==> src/design/rob_defines.svh <==
`ifndef ROB_DEFINES_SVH
`define ROB_DEFINES_SVH

// group geometry
`define ROB_DISP_SIZE   4
`define ROB_ENTRIES     8
`define ROB_ENTRY_W     3

// address and data widths
`define ROB_PC_W        32
`define ROB_TVAL_W      32
`define ROB_INST_BYTES  4     // pc stride between lanes

// execution side
`define ROB_DONE_PORTS  2

// rename
`define ROB_REGIDX_W    5
`define ROB_RNID_W      6

`endif

==> src/design/rob_pkg.sv <==
`include "rob_defines.svh"

package rob_pkg;

  // exception and interrupt causes
  typedef enum logic [3:0] {
    INST_ADDR_MISALIGN = 4'd0,
    INST_ACC_FAULT     = 4'd1,
    ILLEGAL_INST       = 4'd2,
    LOAD_ACC_FAULT     = 4'd5,
    STORE_ACC_FAULT    = 4'd7,
    M_EXT_INT          = 4'd8,
    M_TIMER_INT        = 4'd9,
    M_SOFT_INT         = 4'd10,
    ECALL_M            = 4'd11,
    S_EXT_INT          = 4'd12,
    S_TIMER_INT        = 4'd13,
    S_SOFT_INT         = 4'd14
  } except_t;

  typedef logic [`ROB_DISP_SIZE-1:0]         grp_id_t;   // one bit per lane
  typedef logic [$clog2(`ROB_DISP_SIZE)-1:0] lane_t;
  typedef logic [`ROB_PC_W-1:0]              pc_t;
  typedef logic [`ROB_TVAL_W-1:0]            tval_t;

  typedef struct packed {
    logic                    wrap;
    logic [`ROB_ENTRY_W-1:0] idx;
  } cmt_id_t;

  typedef struct packed {
    logic                     valid;
    logic [`ROB_REGIDX_W-1:0] regidx;
    logic [`ROB_RNID_W-1:0]   rnid;
    logic [`ROB_RNID_W-1:0]   old_rnid;
  } wr_reg_t;

  typedef struct packed {
    logic                              valid;
    pc_t                               pc;          // lane 0 pc
    grp_id_t                           lane_valid;
    grp_id_t                           illegal;
    wr_reg_t [`ROB_DISP_SIZE-1:0]      wr_reg;
  } disp_grp_t;

  typedef struct packed {
    logic    valid;
    cmt_id_t cmt_id;
    lane_t   lane;
    logic    except_valid;
    except_t except_type;
    tval_t   tval;
    logic    mispredict;
  } done_rpt_t;

  typedef struct packed {
    logic m_ext;
    logic m_timer;
    logic m_soft;
    logic s_ext;
    logic s_timer;
    logic s_soft;
  } int_pend_t;

  typedef struct packed {
    logic                          valid;
    pc_t                           pc;
    grp_id_t                       grp_id;
    grp_id_t                       done_grp_id;
    grp_id_t                       dead;
    grp_id_t                       except_valid;
    grp_id_t                       mispredict;
    except_t [`ROB_DISP_SIZE-1:0]  except_type;
    tval_t   [`ROB_DISP_SIZE-1:0]  tval;
    wr_reg_t [`ROB_DISP_SIZE-1:0]  wr_reg;
  } rob_entry_t;

  typedef struct packed {
    logic    except_valid;
    logic    int_valid;
    except_t cause;
    pc_t     epc;
    tval_t   tval;
    logic    flush;
  } trap_t;

  typedef struct packed {
    logic    commit;
    cmt_id_t cmt_id;
    grp_id_t grp_id;
    grp_id_t dead_id;
    trap_t   trap;
  } commit_t;

  typedef struct packed {
    logic                         commit;
    grp_id_t                      dead_id;
    wr_reg_t [`ROB_DISP_SIZE-1:0] wr_reg;
  } rnid_upd_t;

endpackage

==> src/design/rob_entry_store.sv <==
`timescale 1ns/1ps
`include "rob_defines.svh"

module rob_entry_store
  import rob_pkg::*;
(
  input  logic       i_clk,
  input  logic       i_reset_n,
  input  disp_grp_t  i_disp,
  input  done_rpt_t  i_done_rpt [`ROB_DONE_PORTS],
  input  logic       i_commit,
  input  logic       i_kill,
  output logic       o_disp_ready,
  output cmt_id_t    o_disp_cmt_id,
  output rob_entry_t o_head,
  output cmt_id_t    o_head_id,
  output logic       o_head_done
);

  rob_entry_t              r_entries [`ROB_ENTRIES];   // payload only
  logic [`ROB_ENTRIES-1:0] r_wrap;
  logic [`ROB_ENTRIES-1:0] r_valid;
  grp_id_t                 r_done [`ROB_ENTRIES];
  grp_id_t                 r_dead [`ROB_ENTRIES];
  cmt_id_t                 r_in_id;
  cmt_id_t                 r_out_id;
  logic [`ROB_ENTRY_W:0]   r_count;

  logic                       w_disp_fire;
  rob_entry_t                 w_new_entry;
  logic [`ROB_DONE_PORTS-1:0] w_rpt_hit;

  assign o_disp_ready  = (r_count != (`ROB_ENTRY_W+1)'(`ROB_ENTRIES));
  assign w_disp_fire   = i_disp.valid & o_disp_ready;
  assign o_disp_cmt_id = r_in_id;

  // ------------------------------
  // new entry from dispatch
  always_comb begin
    w_new_entry            = '0;
    w_new_entry.valid      = 1'b1;
    w_new_entry.pc         = i_disp.pc;
    w_new_entry.grp_id     = i_disp.lane_valid;
    w_new_entry.wr_reg     = i_disp.wr_reg;
    w_new_entry.mispredict = '0;
    for (int d = 0; d < `ROB_DISP_SIZE; d++) begin
      w_new_entry.except_valid[d] = i_disp.lane_valid[d] & i_disp.illegal[d];
      w_new_entry.except_type[d]  = ILLEGAL_INST;
      w_new_entry.tval[d]         = '0;
    end
    // a group arriving alongside a flush is born dead
    w_new_entry.dead        = i_kill ? i_disp.lane_valid : '0;
    w_new_entry.done_grp_id = i_kill ? i_disp.lane_valid : w_new_entry.except_valid;
  end

  // stale reports from an older wrap are dropped
  always_comb begin
    for (int p = 0; p < `ROB_DONE_PORTS; p++) begin
      w_rpt_hit[p] = i_done_rpt[p].valid & r_valid[i_done_rpt[p].cmt_id.idx] &
                     (r_wrap[i_done_rpt[p].cmt_id.idx] == i_done_rpt[p].cmt_id.wrap);
    end
  end

  // ------------------------------
  // payload array
  always_ff @(posedge i_clk) begin
    for (int p = 0; p < `ROB_DONE_PORTS; p++) begin
      if (w_rpt_hit[p]) begin
        if (i_done_rpt[p].except_valid) begin
          r_entries[i_done_rpt[p].cmt_id.idx].except_valid[i_done_rpt[p].lane] <= 1'b1;
          r_entries[i_done_rpt[p].cmt_id.idx].except_type[i_done_rpt[p].lane] <=
            i_done_rpt[p].except_type;
          r_entries[i_done_rpt[p].cmt_id.idx].tval[i_done_rpt[p].lane] <= i_done_rpt[p].tval;
        end
        if (i_done_rpt[p].mispredict) begin
          r_entries[i_done_rpt[p].cmt_id.idx].mispredict[i_done_rpt[p].lane] <= 1'b1;
        end
      end
    end
    if (w_disp_fire) begin
      r_entries[r_in_id.idx] <= w_new_entry;
      r_wrap[r_in_id.idx]    <= r_in_id.wrap;
    end
  end

  // ------------------------------
  // valid, done and dead tracking
  always_ff @(posedge i_clk or negedge i_reset_n) begin
    if (!i_reset_n) begin
      r_valid  <= '0;
      r_in_id  <= '0;
      r_out_id <= '0;
      r_count  <= '0;
      for (int i = 0; i < `ROB_ENTRIES; i++) begin
        r_done[i] <= '0;
        r_dead[i] <= '0;
      end
    end else begin
      for (int p = 0; p < `ROB_DONE_PORTS; p++) begin
        if (w_rpt_hit[p]) begin
          r_done[i_done_rpt[p].cmt_id.idx][i_done_rpt[p].lane] <= 1'b1;
        end
      end
      if (i_kill) begin   // kill wins over a report in the same cycle
        for (int i = 0; i < `ROB_ENTRIES; i++) begin
          if (r_valid[i]) begin
            r_done[i] <= r_entries[i].grp_id;
            r_dead[i] <= r_entries[i].grp_id;
          end
        end
      end
      if (i_commit) begin
        r_valid[r_out_id.idx] <= 1'b0;
        r_out_id              <= cmt_id_t'(r_out_id + 1'b1);
      end
      if (w_disp_fire) begin
        r_valid[r_in_id.idx] <= 1'b1;
        r_done[r_in_id.idx]  <= w_new_entry.done_grp_id;
        r_dead[r_in_id.idx]  <= w_new_entry.dead;
        r_in_id              <= cmt_id_t'(r_in_id + 1'b1);
      end
      case ({w_disp_fire, i_commit})
        2'b10:   r_count <= r_count + 1'b1;
        2'b01:   r_count <= r_count - 1'b1;
        default: r_count <= r_count;
      endcase
    end
  end

  // head view with live control bits
  always_comb begin
    o_head             = r_entries[r_out_id.idx];
    o_head.valid       = r_valid[r_out_id.idx];
    o_head.done_grp_id = r_done[r_out_id.idx];
    o_head.dead        = r_dead[r_out_id.idx];
  end

  assign o_head_id   = r_out_id;
  assign o_head_done = o_head.valid & (&(o_head.done_grp_id | ~o_head.grp_id));

endmodule

==> config.mk <==
export PLATFORM = sky130hd
export DESIGN_NAME = rob_entry_store
export DESIGN_NICKNAME = d
export VERILOG_FILES = /design/src/design/rob_pkg.sv /design/src/design/rob_entry_store.sv
export VERILOG_INCLUDE_DIRS = /design/src /design/src/design
export SDC_FILE = /design/constraint.sdc
export NUM_CORES = 2
export LEC_CHECK = 0
export BUFFER_PORTS_ARGS = -buffer_cell sky130_fd_sc_hd__buf_2
export CAP_MARGIN = 10
export CORE_ASPECT_RATIO = 1.75
export CORE_MARGIN = 2
export CORE_UTILIZATION = 50
export DETAILED_ROUTE_END_ITERATION = 10
export PLACE_DENSITY = 0.71
export SYNTH_ARGS = -nofsm -noshare
export SYNTH_HDL_FRONTEND = slang
export SYNTH_SLANG_ARGS = --single-unit
==> constraint.sdc <==
create_clock -name i_clk -period 7.65 [get_ports i_clk]
set_input_delay 1.53 -clock i_clk [delete_from_list [all_inputs] [get_ports i_clk]]
set_output_delay 1.53 -clock i_clk [all_outputs]
set_load 0.005 [all_outputs]
==> run_results.csv <==
group,metric,value,unit
outcome,status,"finished clean",
placement,gp_congestion,0.9503,
global_routing,gr-total-overflow,0,
synth,synth_warnings,0,
final_layout,fill_cells,15900,
timing,slew_viol_final,0,
synth,synth_top_flop_cell,"dfxtp_1",
cts,cts_tree,"built",
synth,ys_types,75,
timing,final-setup-viol-count,0,
cts,cts_buffers,202,
timing,rsz0062_at_grt,"no",
drt,drtAntennaViolNets,0,
synth,synth_fp_nets,7695,
min_path,hold_path.class,"in2async",
placement,post-dp-hpwl,198.0,mm
drt,via_count,73860,
pwr,ir_drop,0.3358,mV
global_routing,grt_pass1_vias,74690,
drt,dr.pass1.iters,8,
worst_setup_path,cp_data_required_time,6.12,ns
global_routing,grt_pass1_wl,507.0,mm
timing,final.setup.tns,0,ns
drt,post_drt_wl_per_cell,34.30,um
floorplan,die_h,593.3,um
drt,wl,352.7,mm
pwr,p_leak,41.57,nW
cts,cts_max_path_buffers,4,
cts,clock_latency,0.90,ns
timing,fin_crit,5.504,ns
worst_setup_path,arrival,3.97,ns
timing,max_freq,181.7,MHz
global_routing,grt_use_total,0.3394,
final_layout,final_layout_size_suffix_gt1_frac,0.2482,
synth,ys_seq_elements,2172,
global_routing,antenna_found_initial,58,
pwr,p_sw,12.43,mW
final_layout,regArea,52640,um^2
cts,htreeDepth,4,
floorplan,die_area,202200,um^2
floorplan,pin_count,486,
synth,netlist_area,99230,um^2
cts,hold_buffers,0,
timing,worstMarginPinSlew,1.399,ns
pwr,pwr-share-comb,0.324,
synth,synthArstFlopShare,0.03867,
worst_setup_path,reg2reg_depth,8,
pwr,fin_total_pwr,38.11,mW
worst_setup_path,worst_setup_path_start_kind,"register",
worst_setup_path,crit_type,"reg2out",
pwr,internal_power,25.68,mW
synth,yosysSeqAreaShare,0.5304,
cts,cts.clk_slew.worst_paths,0.07,ns
drt,drc,0,
pwr,p_clk_frac,0.265,
pwr,powerDensity,348.1,nW/um^2
pwr,seq_power_share,0.412,
final_layout,multi_input_area,42890,um^2
floorplan,dieWidth,340.8,um
final_layout,area_delta_synth_final,10.32,%
timing,skew,0.04603,ns
floorplan,num_rows,216,
worst_setup_path,end_kind,"output pin",
synth,synth_edf_count,872,
floorplan,core,197600,um^2
cts,cts-root-buf,"clkbuf_16",
final_layout,fin_nets,7700,
worst_setup_path,critical_path.max_fanout,40,
floorplan,initial_utilization,0.5023,
cts,cts.sinks,2172,
cts,cts_resized,0,
timing,holdWs,0.4368,ns
timing,hold_viol,0,
drt,drt_iter0_markers,9048,
placement,portBuffers,485,
timing,max_slew_margin,0.06709,
run,max-cap-violations,0,
synth,avgSynthCellArea,13.26,um^2
timing,fin_crit_sh,0.7195,
cts,cts_setup_buffers,0,
pwr,swShare,0.3261,
synth,netlist_instances,7482,
global_routing,grt_max_degree,141,
drt,vias_per_cell,7.182,
-- per-stage QoR --
step / area (um^2) / utilization / worst slack [ns] / std cells
after floorplan: 99230 / - / 0.9728 / 7482
after global placement: 103000 / 0.5212 / 2.411 / 9899
after detailed placement: 103000 / 0.5212 / 2.329 / 9899
after CTS: 109400 / 0.5538 / 2.037 / 10260
after global routing: 109400 / 0.5538 / 1.894 / 10260
final: 109500 / 0.5541 / 2.146 / 10280
-- logic make-up (layout without fill, tap and decap cells) --
family / after synthesis / after routing / share of synthesized area
other: 0 / 25 / 0
flip-flops: 2172 / 2172 / 0.5304
AO/OA/AOI/OAI: 1812 / 1812 / 0.1298
AND/OR/NAND/NOR: 741 / 741 / 0.03643
buffers and inverters: 862 / 1023 / 0.04039
adder cells (fa/ha/maj): 6 / 6 / 0.0008322
XOR/XNOR: 12 / 12 / 0.001135
multiplexers: 1877 / 1877 / 0.2610
-- metal layers --
layer  vias up  track usage  part of all wire
li1      29770            -                 -
met4        66       0.2217             0.072
met5         -    0.0007102            0.0011
met2      5315       0.5437              0.47
met1     37130       0.3872              0.34
met3      1584       0.1151              0.12
-- synthesized netlist by cell type, types with 6 or more instances --
cell | instances | area (um^2)
a2111oi_0 | 25 | 219.0
a211oi_1 | 41 | 307.8
a21oi_1 | 369 | 1847
a221oi_1 | 758 | 6639
a221oi_2 | 32 | 480.5
a22o_1 | 64 | 560.5
a31oi_1 | 76 | 475.5
a32oi_1 | 6 | 52.55
and2_1 | 28 | 175.2
and3_1 | 15 | 93.84
buf_1 | 80 | 300.3
buf_2 | 51 | 255.2
buf_4 | 25 | 187.7
buf_6 | 60 | 675.7
buf_8 | 7 | 105.1
clkbuf_1 | 615 | 2308
dfrtp_1 | 84 | 2102
dfxtp_1 | 1216 | 24340
edfxtp_1 | 872 | 26190
inv_1 | 11 | 41.29
mux2_2 | 269 | 3029
mux2i_1 | 1067 | 10680
mux4_2 | 541 | 12180
nand2_1 | 262 | 983.4
nand2_8 | 13 | 260.3
nand2b_1 | 16 | 100.1
nand3_1 | 19 | 95.09
nor2_1 | 251 | 942.2
nor2b_1 | 17 | 106.4
nor3_1 | 53 | 265.3
nor3_2 | 9 | 90.09
nor4_1 | 9 | 56.30
nor4_2 | 6 | 75.07
nor4b_1 | 8 | 70.07
o21ai_0 | 370 | 1852
o21ai_1 | 48 | 240.2
o31ai_1 | 8 | 60.06
xnor2_1 | 7 | 61.31
-- area by class of cell --
class | instances | area share
antenna | 25 | 0.0005715
timing repair buffer | 647 | 0.03696
clock inverter | 79 | 0.007167
sequential | 2172 | 0.4809
multi-input combinational | 4448 | 0.3919
tap | 2616 | 0.02990
clock buffer | 281 | 0.05161
inverter | 16 | 0.001052
-- flip-flops by register name, summed over array words and instances (netlist names) --
register / flops
r_entries: 2080
r_dead: 32
r_done: 32
r_valid: 8
r_wrap: 8
o_disp_cmt_id: 4
o_head_id: 4
r_count: 4
-- worst max-delay path, cell delays in order, from the launching register on --
cell and delay (ns):
dfrtp_4 1.01, buf_12 0.39, buf_4 0.54, mux4_2 0.57, mux2_2 0.29, buf_2 0.16
-- cell usage in the layout, fill, tap and decap left out, drive strengths merged, types with 16 or more instances in the layout --
master and count:
edfxtp 872, a21oi 369, a22o 64, mux2i 1067, diode 25, nand2 280, dfrtp 84, mux4 541
buf 647, nor2 253, inv 20, nor4 16, dfxtp 1216, and2 28, mux2 269, nor2b 17
nand3 20, clkinv 55, a31oi 76, nand2b 16, clkbuf 281, a221oi 791, a2111oi 26, nor3 62
a211oi 41, o21ai 418
-- power groups by stage --
stage | clock [mW] | sequential [mW] | combinational [mW]
finish | 10.1 | 15.7 | 12.3
global route | 10.6 | 15.8 | 13.1
CTS | 10.2 | 15.6 | 12.3
detailed placement | 0 | 15.8 | 12.2
global placement | 0 | 15.7 | 12.0
floorplan | 0 | 15.3 | 8.30
-- final timing paths --
path | from | to | slack, ns
max | o_head_id[0] | o_head[70] | 2.15
min | i_reset_n | o_head_id[2] | 0.44
max reg2reg | r_valid[6] | r_entries[2][191] | 3.63
min reg2reg | r_entries[4][218] | r_entries[4][218] | 0.46
max in group asynchronous | i_reset_n | o_head_id[1] | 5.89
min in group i_clk | r_entries[4][218] | r_entries[4][218] | 0.46
Note: power is estimated with default switching activity, not from simulation.
