==> src/design/rob_defines.svh <==
`ifndef ROB_DEFINES_SVH
`define ROB_DEFINES_SVH

// group geometry
`define ROB_DISP_SIZE   4
`define ROB_ENTRIES     8
`define ROB_ENTRY_W     3

// address and data widths
`define ROB_PC_W        32
`define ROB_TVAL_W      32
`define ROB_INST_BYTES  4     // pc stride between lanes

// execution side
`define ROB_DONE_PORTS  2

// rename
`define ROB_REGIDX_W    5
`define ROB_RNID_W      6

`endif

==> src/design/rob_pkg.sv <==
`include "rob_defines.svh"

package rob_pkg;

  // exception and interrupt causes
  typedef enum logic [3:0] {
    INST_ADDR_MISALIGN = 4'd0,
    INST_ACC_FAULT     = 4'd1,
    ILLEGAL_INST       = 4'd2,
    LOAD_ACC_FAULT     = 4'd5,
    STORE_ACC_FAULT    = 4'd7,
    M_EXT_INT          = 4'd8,
    M_TIMER_INT        = 4'd9,
    M_SOFT_INT         = 4'd10,
    ECALL_M            = 4'd11,
    S_EXT_INT          = 4'd12,
    S_TIMER_INT        = 4'd13,
    S_SOFT_INT         = 4'd14
  } except_t;

  typedef logic [`ROB_DISP_SIZE-1:0]         grp_id_t;   // one bit per lane
  typedef logic [$clog2(`ROB_DISP_SIZE)-1:0] lane_t;
  typedef logic [`ROB_PC_W-1:0]              pc_t;
  typedef logic [`ROB_TVAL_W-1:0]            tval_t;

  typedef struct packed {
    logic                    wrap;
    logic [`ROB_ENTRY_W-1:0] idx;
  } cmt_id_t;

  typedef struct packed {
    logic                     valid;
    logic [`ROB_REGIDX_W-1:0] regidx;
    logic [`ROB_RNID_W-1:0]   rnid;
    logic [`ROB_RNID_W-1:0]   old_rnid;
  } wr_reg_t;

  typedef struct packed {
    logic                              valid;
    pc_t                               pc;          // lane 0 pc
    grp_id_t                           lane_valid;
    grp_id_t                           illegal;
    wr_reg_t [`ROB_DISP_SIZE-1:0]      wr_reg;
  } disp_grp_t;

  typedef struct packed {
    logic    valid;
    cmt_id_t cmt_id;
    lane_t   lane;
    logic    except_valid;
    except_t except_type;
    tval_t   tval;
    logic    mispredict;
  } done_rpt_t;

  typedef struct packed {
    logic m_ext;
    logic m_timer;
    logic m_soft;
    logic s_ext;
    logic s_timer;
    logic s_soft;
  } int_pend_t;

  typedef struct packed {
    logic                          valid;
    pc_t                           pc;
    grp_id_t                       grp_id;
    grp_id_t                       done_grp_id;
    grp_id_t                       dead;
    grp_id_t                       except_valid;
    grp_id_t                       mispredict;
    except_t [`ROB_DISP_SIZE-1:0]  except_type;
    tval_t   [`ROB_DISP_SIZE-1:0]  tval;
    wr_reg_t [`ROB_DISP_SIZE-1:0]  wr_reg;
  } rob_entry_t;

  typedef struct packed {
    logic    except_valid;
    logic    int_valid;
    except_t cause;
    pc_t     epc;
    tval_t   tval;
    logic    flush;
  } trap_t;

  typedef struct packed {
    logic    commit;
    cmt_id_t cmt_id;
    grp_id_t grp_id;
    grp_id_t dead_id;
    trap_t   trap;
  } commit_t;

  typedef struct packed {
    logic                         commit;
    grp_id_t                      dead_id;
    wr_reg_t [`ROB_DISP_SIZE-1:0] wr_reg;
  } rnid_upd_t;

endpackage

==> src/design/rob_trap_select.sv <==
`timescale 1ns/1ps
`include "rob_defines.svh"

module rob_trap_select
  import rob_pkg::*;
(
  input  rob_entry_t i_head,
  input  int_pend_t  i_int_pend,
  output trap_t      o_trap
);

  grp_id_t w_live;
  grp_id_t w_evt;        // exception or mispredict on a live lane
  lane_t   w_lane;
  logic    w_exc;
  logic    w_int;
  except_t w_exc_cause;
  except_t w_int_cause;
  pc_t     w_lane_pc;

  assign w_live = i_head.grp_id & ~i_head.dead;
  assign w_evt  = (i_head.except_valid | i_head.mispredict) & w_live;

  // lowest lane with an event
  always_comb begin
    w_lane = '0;
    for (int d = `ROB_DISP_SIZE-1; d >= 0; d--) begin
      if (w_evt[d]) begin
        w_lane = lane_t'(d);
      end
    end
  end

  assign w_exc       = w_evt[w_lane] & i_head.except_valid[w_lane];
  assign w_exc_cause = i_head.except_type[w_lane];
  assign w_lane_pc   = i_head.pc + pc_t'(w_lane) * pc_t'(`ROB_INST_BYTES);

  // ------------------------------
  // interrupts, machine level first
  assign w_int = (|i_int_pend) & (|w_live);   // not on a fully dead group

  always_comb begin
    if (i_int_pend.m_ext)        w_int_cause = M_EXT_INT;
    else if (i_int_pend.m_timer) w_int_cause = M_TIMER_INT;
    else if (i_int_pend.m_soft)  w_int_cause = M_SOFT_INT;
    else if (i_int_pend.s_ext)   w_int_cause = S_EXT_INT;
    else if (i_int_pend.s_timer) w_int_cause = S_TIMER_INT;
    else                         w_int_cause = S_SOFT_INT;
  end

  always_comb begin
    o_trap.except_valid = w_exc & ~w_int;
    o_trap.int_valid    = w_int;
    o_trap.cause        = w_int ? w_int_cause : w_exc_cause;
    o_trap.epc          = w_int ? i_head.pc : w_lane_pc;
    if (w_int) begin
      o_trap.tval = '0;
    end else if (w_exc_cause == INST_ADDR_MISALIGN || w_exc_cause == INST_ACC_FAULT) begin
      o_trap.tval = tval_t'(w_lane_pc);    // fetch faults report the lane pc
    end else begin
      o_trap.tval = i_head.tval[w_lane];
    end
    o_trap.flush = w_exc | w_int;
  end

endmodule

==> config.mk <==
export PLATFORM = sky130hd
export DESIGN_NAME = rob_trap_select
export DESIGN_NICKNAME = d
export VERILOG_FILES = /design/src/design/rob_pkg.sv /design/src/design/rob_trap_select.sv
export VERILOG_INCLUDE_DIRS = /design/src /design/src/design
export SDC_FILE = /design/constraint.sdc
export NUM_CORES = 1
export LEC_CHECK = 0
export BUFFER_PORTS_ARGS = -buffer_cell sky130_fd_sc_hd__buf_4
export CAP_MARGIN = 10
export CORE_AREA = 2 2 134 136
export DETAILED_ROUTE_END_ITERATION = 6
export DIE_AREA = 0 0 136 138
export PLACE_DENSITY = 0.62
export SYNTH_ARGS = -nofsm -noshare
export SYNTH_HDL_FRONTEND = slang
export SYNTH_SLANG_ARGS = --single-unit
export TNS_END_PERCENT = 100
==> constraint.sdc <==
create_clock -name vclk -period 4
set_clock_uncertainty 0.1 [all_clocks]
set_input_delay 0.2 -clock vclk [all_inputs]
set_output_delay 0.2 -clock vclk [all_outputs]
set_load 0.005 [all_outputs]
==> insert_results.sql, run 1 <==
INSERT INTO impl_metrics (metric_group, metric, value, unit) VALUES
('grt', 'grt_max_degree', '63', ''),
('place', 'i_o_buffers', '269', ''),
('routing', 'remaining_drc_errors', '0', ''),
('floorplanning', 'chipWidth', '136', 'um'),
('grt', 'grt_pass1_vias', '4533', ''),
('routing', 'avgRoutedWirePerCell', '18.77', 'um'),
('critical_path', 'cp.buffers_inverters', '5', ''),
('power_and_ir_drop', 'powerDensity', '127.3', 'mW/mm2'),
('routing', 'drt-total-wl', '17.80', 'mm'),
('sta', 'tightest_slew', '956.3', 'ps'),
('layout', 'final_cell_mix', 'sky130_fd_sc_hd__buf_4, sky130_fd_sc_hd__and3_1, sky130_fd_sc_hd__nand2_1', ''),
('logic_synthesis', 'synth_seq_area_share', '0', '%'),
('sta', 'finalWorstPathRequiredPeriod', '3670', 'ps'),
('place', 'detailed_place_hpwl', '14.34', 'mm'),
('layout', 'diodes', '0', ''),
('critical_path', 'crit_path_max_incr_delay', '410', 'ps'),
('layout', 'drive_gt1_share', '45.48', '%'),
('power_and_ir_drop', 'leakage_power', '2.481', 'nW'),
('place', 'place.detailed.instances', '948', ''),
('grt', 'grt_remaining_overflow', '0', ''),
('layout', 'final_common_cell', 'sky130_fd_sc_hd__buf_4', ''),
('floorplanning', 'die_height', '138', 'um'),
('cts', 'cts_hold_repair.buffers', '0', ''),
('floorplanning', 'design.portCount', '346', ''),
('sta', 'finalSetupTns', '0', 'ps'),
('layout', 'num-nets-final', '999', ''),
('routing', 'ant_nets', '0', ''),
('logic_synthesis', 'synth.yosys.warnings', '0', ''),
('critical_path', 'critPathMaxFanout', '13', ''),
('cts', 'post-cts-setup-buffers', '0', ''),
('critical_path', 'path_cells', 'buf_4 -> or2_1 -> a211oi_2 -> o21ai_4 -> inv_2 -> ha_1 -> inv_1 -> fa_1 -> nand3b_1 -> nor4_2 -> buf_4 -> nand3_1 -> xnor2_1 -> nor3_1 -> a211oi_1 -> buf_4', ''),
('layout', 'seq_area', '0', 'um2'),
('critical_path', 'critPathMostFrequentCell', 'sky130_fd_sc_hd__buf_4', ''),
('layout', 'flow.area_growth_from_synthesis', '71.07', '%'),
('floorplanning', 'start_util', '17.78', '%'),
('grt', 'global_route.usage.met3', '2.787', '%'),
('routing', 'detail_route.vias_per_cell', '5.020', ''),
('sta', 'max_clock_freq', '0.2725', 'GHz'),
('layout', 'final_cell_count_no_fill', '948', ''),
('grt', 'grt_pass1_wl', '26.01', 'mm'),
('place', 'gp_congestion', '0.8700', ''),
('sta', 'timing.max_slew.rel_slack', '36.18', '%'),
('layout', 'clock_buffer_count', '0', ''),
('grt', 'grt_most_used_layer', 'met1', ''),
('logic_synthesis', 'postSynthNetCount', '762', ''),
('floorplanning', 'placement_rows', '49', ''),
('critical_path', 'cpMaxStageDelayCell', 'sky130_fd_sc_hd__fa_1', ''),
('routing', 'drt_iter0_markers', '290', ''),
('floorplanning', 'floorplan_core_area', '0.01753', 'mm2'),
('flow_run', 'maxCapViolations', '0', ''),
('grt', 'met2_usage', '26.34', '%'),
('sta', 'setup_viol', '0', ''),
('logic_synthesis', 'syn-cell-area', '0.003118', 'mm2'),
('power_and_ir_drop', 'totalPowerFinal', '0.0006791', 'W'),
('sta', 'slew_violations', '0', ''),
('critical_path', 'worst-endpoint-required', '3700', 'ps'),
('logic_synthesis', 'synth.distinct_cells', '57', ''),
('critical_path', 'timing.critical_path.arrival', '3370', 'ps'),
('grt', 'antenna_found_initial', '0', ''),
('sta', 'grt_setup_unrepaired', 'no', ''),
('critical_path', 'endpoint_kind', 'output port', ''),
('routing', 'num_vias', '4759', ''),
('cts', 'ctsResizeCount', '0', ''),
('layout', 'fillerInstances', '1958', ''),
('critical_path', 'crit_family', 'simple AND/OR/NAND/NOR gates', ''),
('sta', 'setup_slack', '329.7', 'ps'),
('routing', 'detail_route.first_pass.iterations', '5', ''),
('grt', 'globalRouteTotalUtil', '17.50', '%'),
('power_and_ir_drop', 'vdd.ir_drop.worst', '55.93', 'uV'),
('critical_path', 'worst_setup_path_type', 'in -> out', ''),
('place', 'pre_cts_ws', '337.0', 'ps'),
('grt', 'grt.met1_usage', '26.66', '%'),
('sta', 'report.final.hold_viol_count', '0', ''),
('floorplanning', 'dieArea', '0.01877', 'mm2'),
('critical_path', 'worstSetupStartpointType', 'input pin', ''),
('layout', 'sequential_cell_total', '0', ''),
('logic_synthesis', 'syn-instance-count', '484', ''),
('outcome', 'outcome', 'finished clean', ''),
('worst_hold_path', 'hold_path.class', 'in -> out', ''),
('sta', 'period_share', '91.76', '%'),
('logic_synthesis', 'syn_avg_cell_area', '6.442', 'um2');
## through the flow
stage	instance area, um2	hold slack, ps	util (%)
detailed placement	5334	499.7	30.42
finish	5334	504.1	30.42
floorplan	3118	355.4	-
global route	5334	502.3	30.42
CTS	5334	499.7	30.42
global placement	5334	497.6	30.42
## cell usage after synthesis (all sizes together), types with 2 or more instances
master	count	area share, %
or2	4	0.80
a21oi	7	1.1
xor2	19	5.3
nor2b	4	0.80
nand4	13	2.6
a211oi	26	6.4
nand2b	5	1.0
a41o	2	0.64
o221ai	4	1.3
clkbuf	33	4.0
mux2	3	1.1
inv	11	1.3
nor3	34	5.5
o211ai	9	2.2
a31oi	2	0.40
and3	60	12
o41ai	2	0.56
nor4b	2	0.56
xnor2	36	10
nor2	30	3.6
buf	19	3.9
mux2i	2	0.64
nor4	6	1.4
ha	2	0.80
a22oi	2	0.48
a31o	27	7.6
or3	4	0.80
a311oi	24	6.7
o21ai	7	1.2
o31ai	3	0.72
a2111oi	4	1.3
nand3	28	4.5
nand2	38	4.6
## report_power, final
part / total, W / internal, W / switching, W
Clock: 0 / 0 / 0
Combinational: 0.000679 / 0.000333 / 0.000346
Sequential: 0 / 0 / 0
## cells by family after synthesis
family                   share of synthesized area, %
buffers and inverters                           9.149
adder cells (fa/ha/maj)                         1.445
multiplexers                                    1.725
AND/OR/NAND/NOR                                 38.88
AO/OA/AOI/OAI                                   33.35
XOR/XNOR                                        15.45
## area by class of cell
class / count / area, um2 / area share, %
Inverter: 11 / 41.29 / 0.7741
Multi-Input combinational cell: 421 / 2851 / 53.46
Tap cell: 229 / 286.5 / 5.372
Timing Repair Buffer: 287 / 2155 / 40.39
## worst paths after layout
| path | startpoint | end | slack (ps) | depth (start not counted) |
|---|---|---|---|---|
| max | i_head[218] | o_trap[23] | 330 | 16 |
| min | i_head[236] | o_trap[33] | 500 | 2 |
## metal layers
metal / share of wire (%) / wire, um / vias to the layer above
met5: 0 / 0 / -
met4: 1.5 / 263 / 0
met3: 8.1 / 1444 / 16
met2: 43 / 7572 / 197
met1: 48 / 8515 / 2212
li1: - / - / 2334
Note: power is estimated with default switching activity, not from simulation.
==> run 2: changes to the inputs <==
--- a/config.mk
+++ b/config.mk
@@ -11,6 +11,7 @@
 export CORE_AREA = 2 2 134 136
 export DETAILED_ROUTE_END_ITERATION = 6
 export DIE_AREA = 0 0 136 138
+export MAX_ROUTING_LAYER = met4
 export PLACE_DENSITY = 0.62
 export SYNTH_ARGS = -nofsm -noshare
 export SYNTH_HDL_FRONTEND = slang
==> run 2 against run 1 <==
Clock-buffer cell count unchanged. Largest power group unchanged. Global-route usage grew 0.73 points. Maximum frequency is 0.85% higher. Total power up 0.31%. Setup slack gained 31 ps.
==> insert_results.sql, run 2 (synthesized netlist as in run 1, its figures left out) <==
INSERT INTO impl_metrics (metric_group, metric, value, unit) VALUES
('layout', 'flow.area_growth_from_synthesis', '71.31', '%'),
('floorplanning', 'floorplan_core_area', '0.01753', 'mm2'),
('sta', 'slew_violations', '0', ''),
('sta', 'report.final.hold_viol_count', '0', ''),
('grt', 'globalRouteTotalUtil', '18.22', '%'),
('layout', 'fillerInstances', '1970', ''),
('critical_path', 'worst-endpoint-required', '3700', 'ps'),
('critical_path', 'worst_setup_path_type', 'in -> out', ''),
('power_and_ir_drop', 'clock_group_share_of_total_power', '0', '%'),
('routing', 'detail_route.vias_per_cell', '5.021', ''),
('power_and_ir_drop', 'combPwrFrac', '100.0', '%'),
('layout', 'clock_buffer_count', '0', ''),
('routing', 'remaining_drc_errors', '0', ''),
('layout', 'diodes', '0', ''),
('layout', 'drive_gt1_share', '45.48', '%'),
('sta', 'finalWorstPathRequiredPeriod', '3639', 'ps'),
('power_and_ir_drop', 'swShare', '51.04', '%'),
('layout', 'seq_area', '0', 'um2'),
('layout', 'final_cell_mix', 'sky130_fd_sc_hd__buf_4, sky130_fd_sc_hd__and3_1, sky130_fd_sc_hd__nand2_1', ''),
('grt', 'grt_pass1_wl', '26.14', 'mm'),
('critical_path', 'worstSetupStartpointType', 'input pin', ''),
('routing', 'drt-total-wl', '17.82', 'mm'),
('place', 'i_o_buffers', '269', ''),
('critical_path', 'worstSetupStartpoint', 'i_head[218]', ''),
('power_and_ir_drop', 'powerDensity', '127.5', 'mW/mm2'),
('sta', 'setup_slack', '360.7', 'ps'),
('sta', 'timing.max_slew.rel_slack', '45.65', '%'),
('sta', 'finalSetupTns', '0', 'ps'),
('grt', 'grt_remaining_overflow', '0', ''),
('floorplanning', 'die_height', '138', 'um'),
('routing', 'avgRoutedWirePerCell', '18.80', 'um'),
('place', 'post_dp_cell_area', '0.005334', 'mm2'),
('power_and_ir_drop', 'internal-power', '0.0003336', 'W'),
('sta', 'max_clock_freq', '0.2748', 'GHz'),
('sta', 'setup_viol', '0', ''),
('place', 'gp_congestion', '0.8820', ''),
('worst_hold_path', 'hold_path.class', 'in -> out', ''),
('critical_path', 'endpoint_kind', 'output port', ''),
('layout', 'post_route_standard_cell_area_excluding_fillers', '0.005341', 'mm2'),
('outcome', 'outcome', 'finished clean', ''),
('floorplanning', 'chipWidth', '136', 'um'),
('place', 'detailed_place_hpwl', '14.35', 'mm'),
('power_and_ir_drop', 'vdd.ir_drop.worst', '62.92', 'uV'),
('sta', 'period_share', '90.98', '%'),
('critical_path', 'timing.critical_path.arrival', '3340', 'ps'),
('sta', 'grt_setup_unrepaired', 'no', ''),
('sta', 'hold_ws', '507.4', 'ps'),
('routing', 'detail_route.first_pass.iterations', '5', ''),
('floorplanning', 'placement_rows', '49', ''),
('power_and_ir_drop', 'leakage_power', '2.481', 'nW'),
('layout', 'sequential_cell_total', '0', ''),
('place', 'pre_cts_ws', '305.4', 'ps'),
('sta', 'tightest_slew', '809.8', 'ps'),
('floorplanning', 'design.portCount', '346', ''),
('grt', 'antenna_found_initial', '0', ''),
('flow_run', 'maxCapViolations', '0', ''),
('routing', 'drt_iter0_markers', '300', ''),
('routing', 'num_vias', '4760', ''),
('grt', 'grt_max_degree', '63', ''),
('routing', 'ant_nets', '0', ''),
('layout', 'num-nets-final', '999', ''),
('worst_hold_path', 'timing.hold.worst.start', 'i_head[236]', ''),
('grt', 'grt_pass1_vias', '4619', ''),
('layout', 'final_common_cell', 'sky130_fd_sc_hd__buf_4', ''),
('floorplanning', 'start_util', '17.78', '%'),
('power_and_ir_drop', 'power.net_switching', '0.0003477', 'W'),
('critical_path', 'critPathMaxFanout', '13', ''),
('floorplanning', 'dieArea', '0.01877', 'mm2'),
('power_and_ir_drop', 'share_seq_of_total_power', '0', '%');
==> run 2: cell count changes in the layout (fill, tap and decap cells not counted) <==
cell	delta
sky130_fd_sc_hd__a211oi_4	+1
sky130_fd_sc_hd__a211oi_2	-1
==> run 2: power by group through the flow <==
stage	Combinational [W]	Sequential [W]	Clock, W
after global routing	0.000738	0	0
after floorplan	0.000309	0	0
after CTS	0.000684	0	0
final	0.000681	0	0
after detailed placement	0.000680	0	0
after global placement	0.000680	0	0
==> run 2: metal layers <==
layer  share of wire (%)  vias up  routed length (um)  GRT usage, %
met2                  43      186                7703         27.77
met4                 1.3        0                 228         1.919
li1                    -     2341                   -             -
met1                  49     2219                8665         26.37
met5                   0        -                   0             -
met3                 6.9       14                1226         2.457
==> run 2: worst paths after layout <==
path | end | cells past startpoint
max | o_trap[23] | 16
min | o_trap[33] | 2
==> run 2: timing repair <==
item,in CTS,in global routing
gates resized for setup,0,1
endpoints found under the setup margin,0,1
hold buffers,0,0
setup buffers,0,0
==> run 2: cell type report <==
cell class,count,area [um2],share of cell area (%)
multi-input combinational,421,2859,53.53
inverter,11,41.29,0.7730
timing repair buffer,287,2155,40.34
tap,229,286.5,5.364
==> run 2: critical path, stage by stage <==
cell and delay [ps]:
sky130_fd_sc_hd__buf_4 110, sky130_fd_sc_hd__or2_1 270, sky130_fd_sc_hd__a211oi_4 330, sky130_fd_sc_hd__o21ai_4 110, sky130_fd_sc_hd__inv_2 80, sky130_fd_sc_hd__ha_1 180, sky130_fd_sc_hd__inv_1 60, sky130_fd_sc_hd__fa_1 420
sky130_fd_sc_hd__nand3b_1 250, sky130_fd_sc_hd__nor4_2 290, sky130_fd_sc_hd__buf_4 250, sky130_fd_sc_hd__nand3_1 110, sky130_fd_sc_hd__xnor2_1 200, sky130_fd_sc_hd__nor3_1 80, sky130_fd_sc_hd__a211oi_1 250, sky130_fd_sc_hd__buf_4 160
==> run 2: through the flow <==
step,power [W],utilization (%),cells
floorplan,0.0003089,-,484
global placement,0.0006803,30.42,948
detailed placement,0.0006802,30.42,948
CTS,0.0006840,30.42,948
global route,0.0007377,30.46,948
finish,0.0006812,30.46,948
==> run 3: changes to the inputs <==
--- a/config.mk
+++ b/config.mk
@@ -13,6 +13,7 @@
 export DIE_AREA = 0 0 136 138
 export MAX_ROUTING_LAYER = met4
 export PLACE_DENSITY = 0.62
+export REMOVE_ABC_BUFFERS = 1
 export SYNTH_ARGS = -nofsm -noshare
 export SYNTH_HDL_FRONTEND = slang
 export SYNTH_SLANG_ARGS = --single-unit
==> run 3 against run 2 <==
Critical path depth unchanged. Maximum frequency fell by 2.0%. Sequential share of layout area did not move. Flip-flop and latch count stayed put. First-iteration DRC count decreased by 20%. Non-clock buffer count is 4 higher. Hold slack worse by 19 ps. Die area is the same. Via count shrank 0.36%. Critical path type unchanged. Clock-buffer cell count stayed put. Global-route usage down 1.1 points.
==> insert_results.sql, run 3 (synthesized netlist as in run 1, its figures left out) <==
INSERT INTO impl_metrics (metric_group, metric, value, unit) VALUES
('critical_path', 'worst-endpoint-required', '3700', 'ps'),
('power_and_ir_drop', 'powerDensity', '124.4', 'mW/mm2'),
('floorplanning', 'design.portCount', '346', ''),
('layout', 'num-nets-final', '1003', ''),
('power_and_ir_drop', 'leakage_power', '2.501', 'nW'),
('sta', 'setup_viol', '0', ''),
('floorplanning', 'die_height', '138', 'um'),
('routing', 'drt_iter0_markers', '240', ''),
('sta', 'finalWorstPathRequiredPeriod', '3714', 'ps'),
('power_and_ir_drop', 'power.net_switching', '0.0003299', 'W'),
('routing', 'avgRoutedWirePerCell', '17.83', 'um'),
('place', 'pre_cts_ws', '202.5', 'ps'),
('grt', 'antenna_found_initial', '0', ''),
('layout', 'sequential_cell_total', '0', ''),
('grt', 'globalRouteTotalUtil', '17.14', '%'),
('critical_path', 'timing.critical_path.arrival', '3410', 'ps'),
('place', 'gp_congestion', '0.8970', ''),
('grt', 'grt_pass1_vias', '4772', ''),
('power_and_ir_drop', 'share_seq_of_total_power', '0', '%'),
('layout', 'flow.area_growth_from_synthesis', '72.23', '%'),
('cts', 'cts_hold_repair.buffers', '0', ''),
('layout', 'diodes', '0', ''),
('sta', 'tightest_slew', '811.7', 'ps'),
('power_and_ir_drop', 'vdd.ir_drop.worst', '51.53', 'uV'),
('sta', 'slew_violations', '0', ''),
('power_and_ir_drop', 'internal-power', '0.0003382', 'W'),
('sta', 'period_share', '92.85', '%'),
('floorplanning', 'floorplan_core_area', '0.01753', 'mm2'),
('worst_hold_path', 'timing.hold.worst.start', 'i_head[236]', ''),
('sta', 'grt_setup_unrepaired', 'no', ''),
('cts', 'post-cts-setup-buffers', '0', ''),
('critical_path', 'endpoint_kind', 'output port', ''),
('grt', 'grt_remaining_overflow', '0', ''),
('sta', 'report.final.hold_viol_count', '0', ''),
('critical_path', 'crit_path_max_incr_delay', '430', 'ps'),
('flow_run', 'maxCapViolations', '0', ''),
('critical_path', 'cp.buffers_inverters', '5', ''),
('critical_path', 'worst_setup_path_type', 'in -> out', ''),
('routing', 'drt-total-wl', '16.97', 'mm'),
('grt', 'grt_max_degree', '63', ''),
('critical_path', 'critPathMaxFanout', '6', ''),
('routing', 'remaining_drc_errors', '0', ''),
('floorplanning', 'start_util', '17.78', '%'),
('critical_path', 'crit_family', 'simple AND/OR/NAND/NOR gates', ''),
('layout', 'seq_area', '0', 'um2'),
('power_and_ir_drop', 'combPwrFrac', '100.0', '%'),
('floorplanning', 'dieArea', '0.01877', 'mm2'),
('critical_path', 'worstSetupStartpoint', 'i_head[218]', ''),
('outcome', 'outcome', 'finished clean', ''),
('routing', 'detail_route.first_pass.iterations', '4', ''),
('floorplanning', 'chipWidth', '136', 'um'),
('sta', 'max_clock_freq', '0.2692', 'GHz'),
('sta', 'setup_slack', '285.8', 'ps'),
('critical_path', 'path_cells', 'buf_4 -> or2_1 -> a211oi_2 -> o21ai_4 -> inv_2 -> ha_1 -> inv_1 -> fa_1 -> nand3b_1 -> buf_4 -> or3_1 -> nor2_1 -> xor2_1 -> nor3_1 -> a211oi_1 -> buf_4', ''),
('layout', 'final_cell_mix', 'sky130_fd_sc_hd__buf_4, sky130_fd_sc_hd__and3_1, sky130_fd_sc_hd__nand2_1', ''),
('critical_path', 'critPathMostFrequentCell', 'sky130_fd_sc_hd__buf_4', ''),
('critical_path', 'worstSetupStartpointType', 'input pin', ''),
('layout', 'clock_buffer_count', '0', ''),
('critical_path', 'cpMaxStageDelayCell', 'sky130_fd_sc_hd__or3_1', ''),
('worst_hold_path', 'hold_path.class', 'in -> out', ''),
('sta', 'timing.max_slew.rel_slack', '45.39', '%'),
('cts', 'ctsResizeCount', '0', ''),
('layout', 'final_common_cell', 'sky130_fd_sc_hd__buf_4', ''),
('layout', 'post-route-util', '30.63', '%'),
('grt', 'grt_pass1_wl', '25.35', 'mm'),
('routing', 'num_vias', '4743', ''),
('place', 'i_o_buffers', '269', ''),
('power_and_ir_drop', 'swShare', '49.38', '%'),
('place', 'detailed_place_hpwl', '12.97', 'mm'),
('layout', 'drive_gt1_share', '46.06', '%'),
('routing', 'detail_route.vias_per_cell', '4.982', ''),
('floorplanning', 'placement_rows', '49', ''),
('routing', 'ant_nets', '0', ''),
('power_and_ir_drop', 'clock_group_share_of_total_power', '0', '%');
-- run 3: worst paths after layout --
kind                          to  slack [ps]  cells past startpoint
worst max-delay path  o_trap[15]         290                     16
worst min-delay path  o_trap[33]         490                      2
-- run 3: cell type report --
| cell class | count | area (um2) |
|---|---|---|
| fill | 1967 | 12160 |
| tap | 229 | 286.5 |
| timing repair buffer | 291 | 2185 |
| inverter | 11 | 41.29 |
| multi-input combinational | 421 | 2858 |
-- run 3: metrics by stage --
stage	hold slack (ps)	power [W]	TNS [ps]	instance area [um2]	cells
finish	488.6	0.0006681	0	5370	952
global route	492.8	0.0007252	0	5370	952
CTS	490.3	0.0006714	0	5370	952
detailed placement	490.0	0.0006677	0	5370	952
global placement	488.5	0.0006677	0	5370	952
floorplan	300.0	0.0002760	-46990	2874	432
-- run 3: routing by layer --
layer	up-vias	global-route usage [%]	share of wire [%]
li1	2344	-	-
met1	2165	21.10	42
met2	218	30.65	49
met3	16	1.797	7.7
met4	0	2.303	1.3
met5	-	-	0
-- run 3: power by group through the flow --
stage	clock, W	sequential [W]	combinational [W]
final	0	0	0.000668
after detailed placement	0	0	0.000668
after global routing	0	0	0.000725
after floorplan	0	0	0.000276
after global placement	0	0	0.000668
after CTS	0	0	0.000671
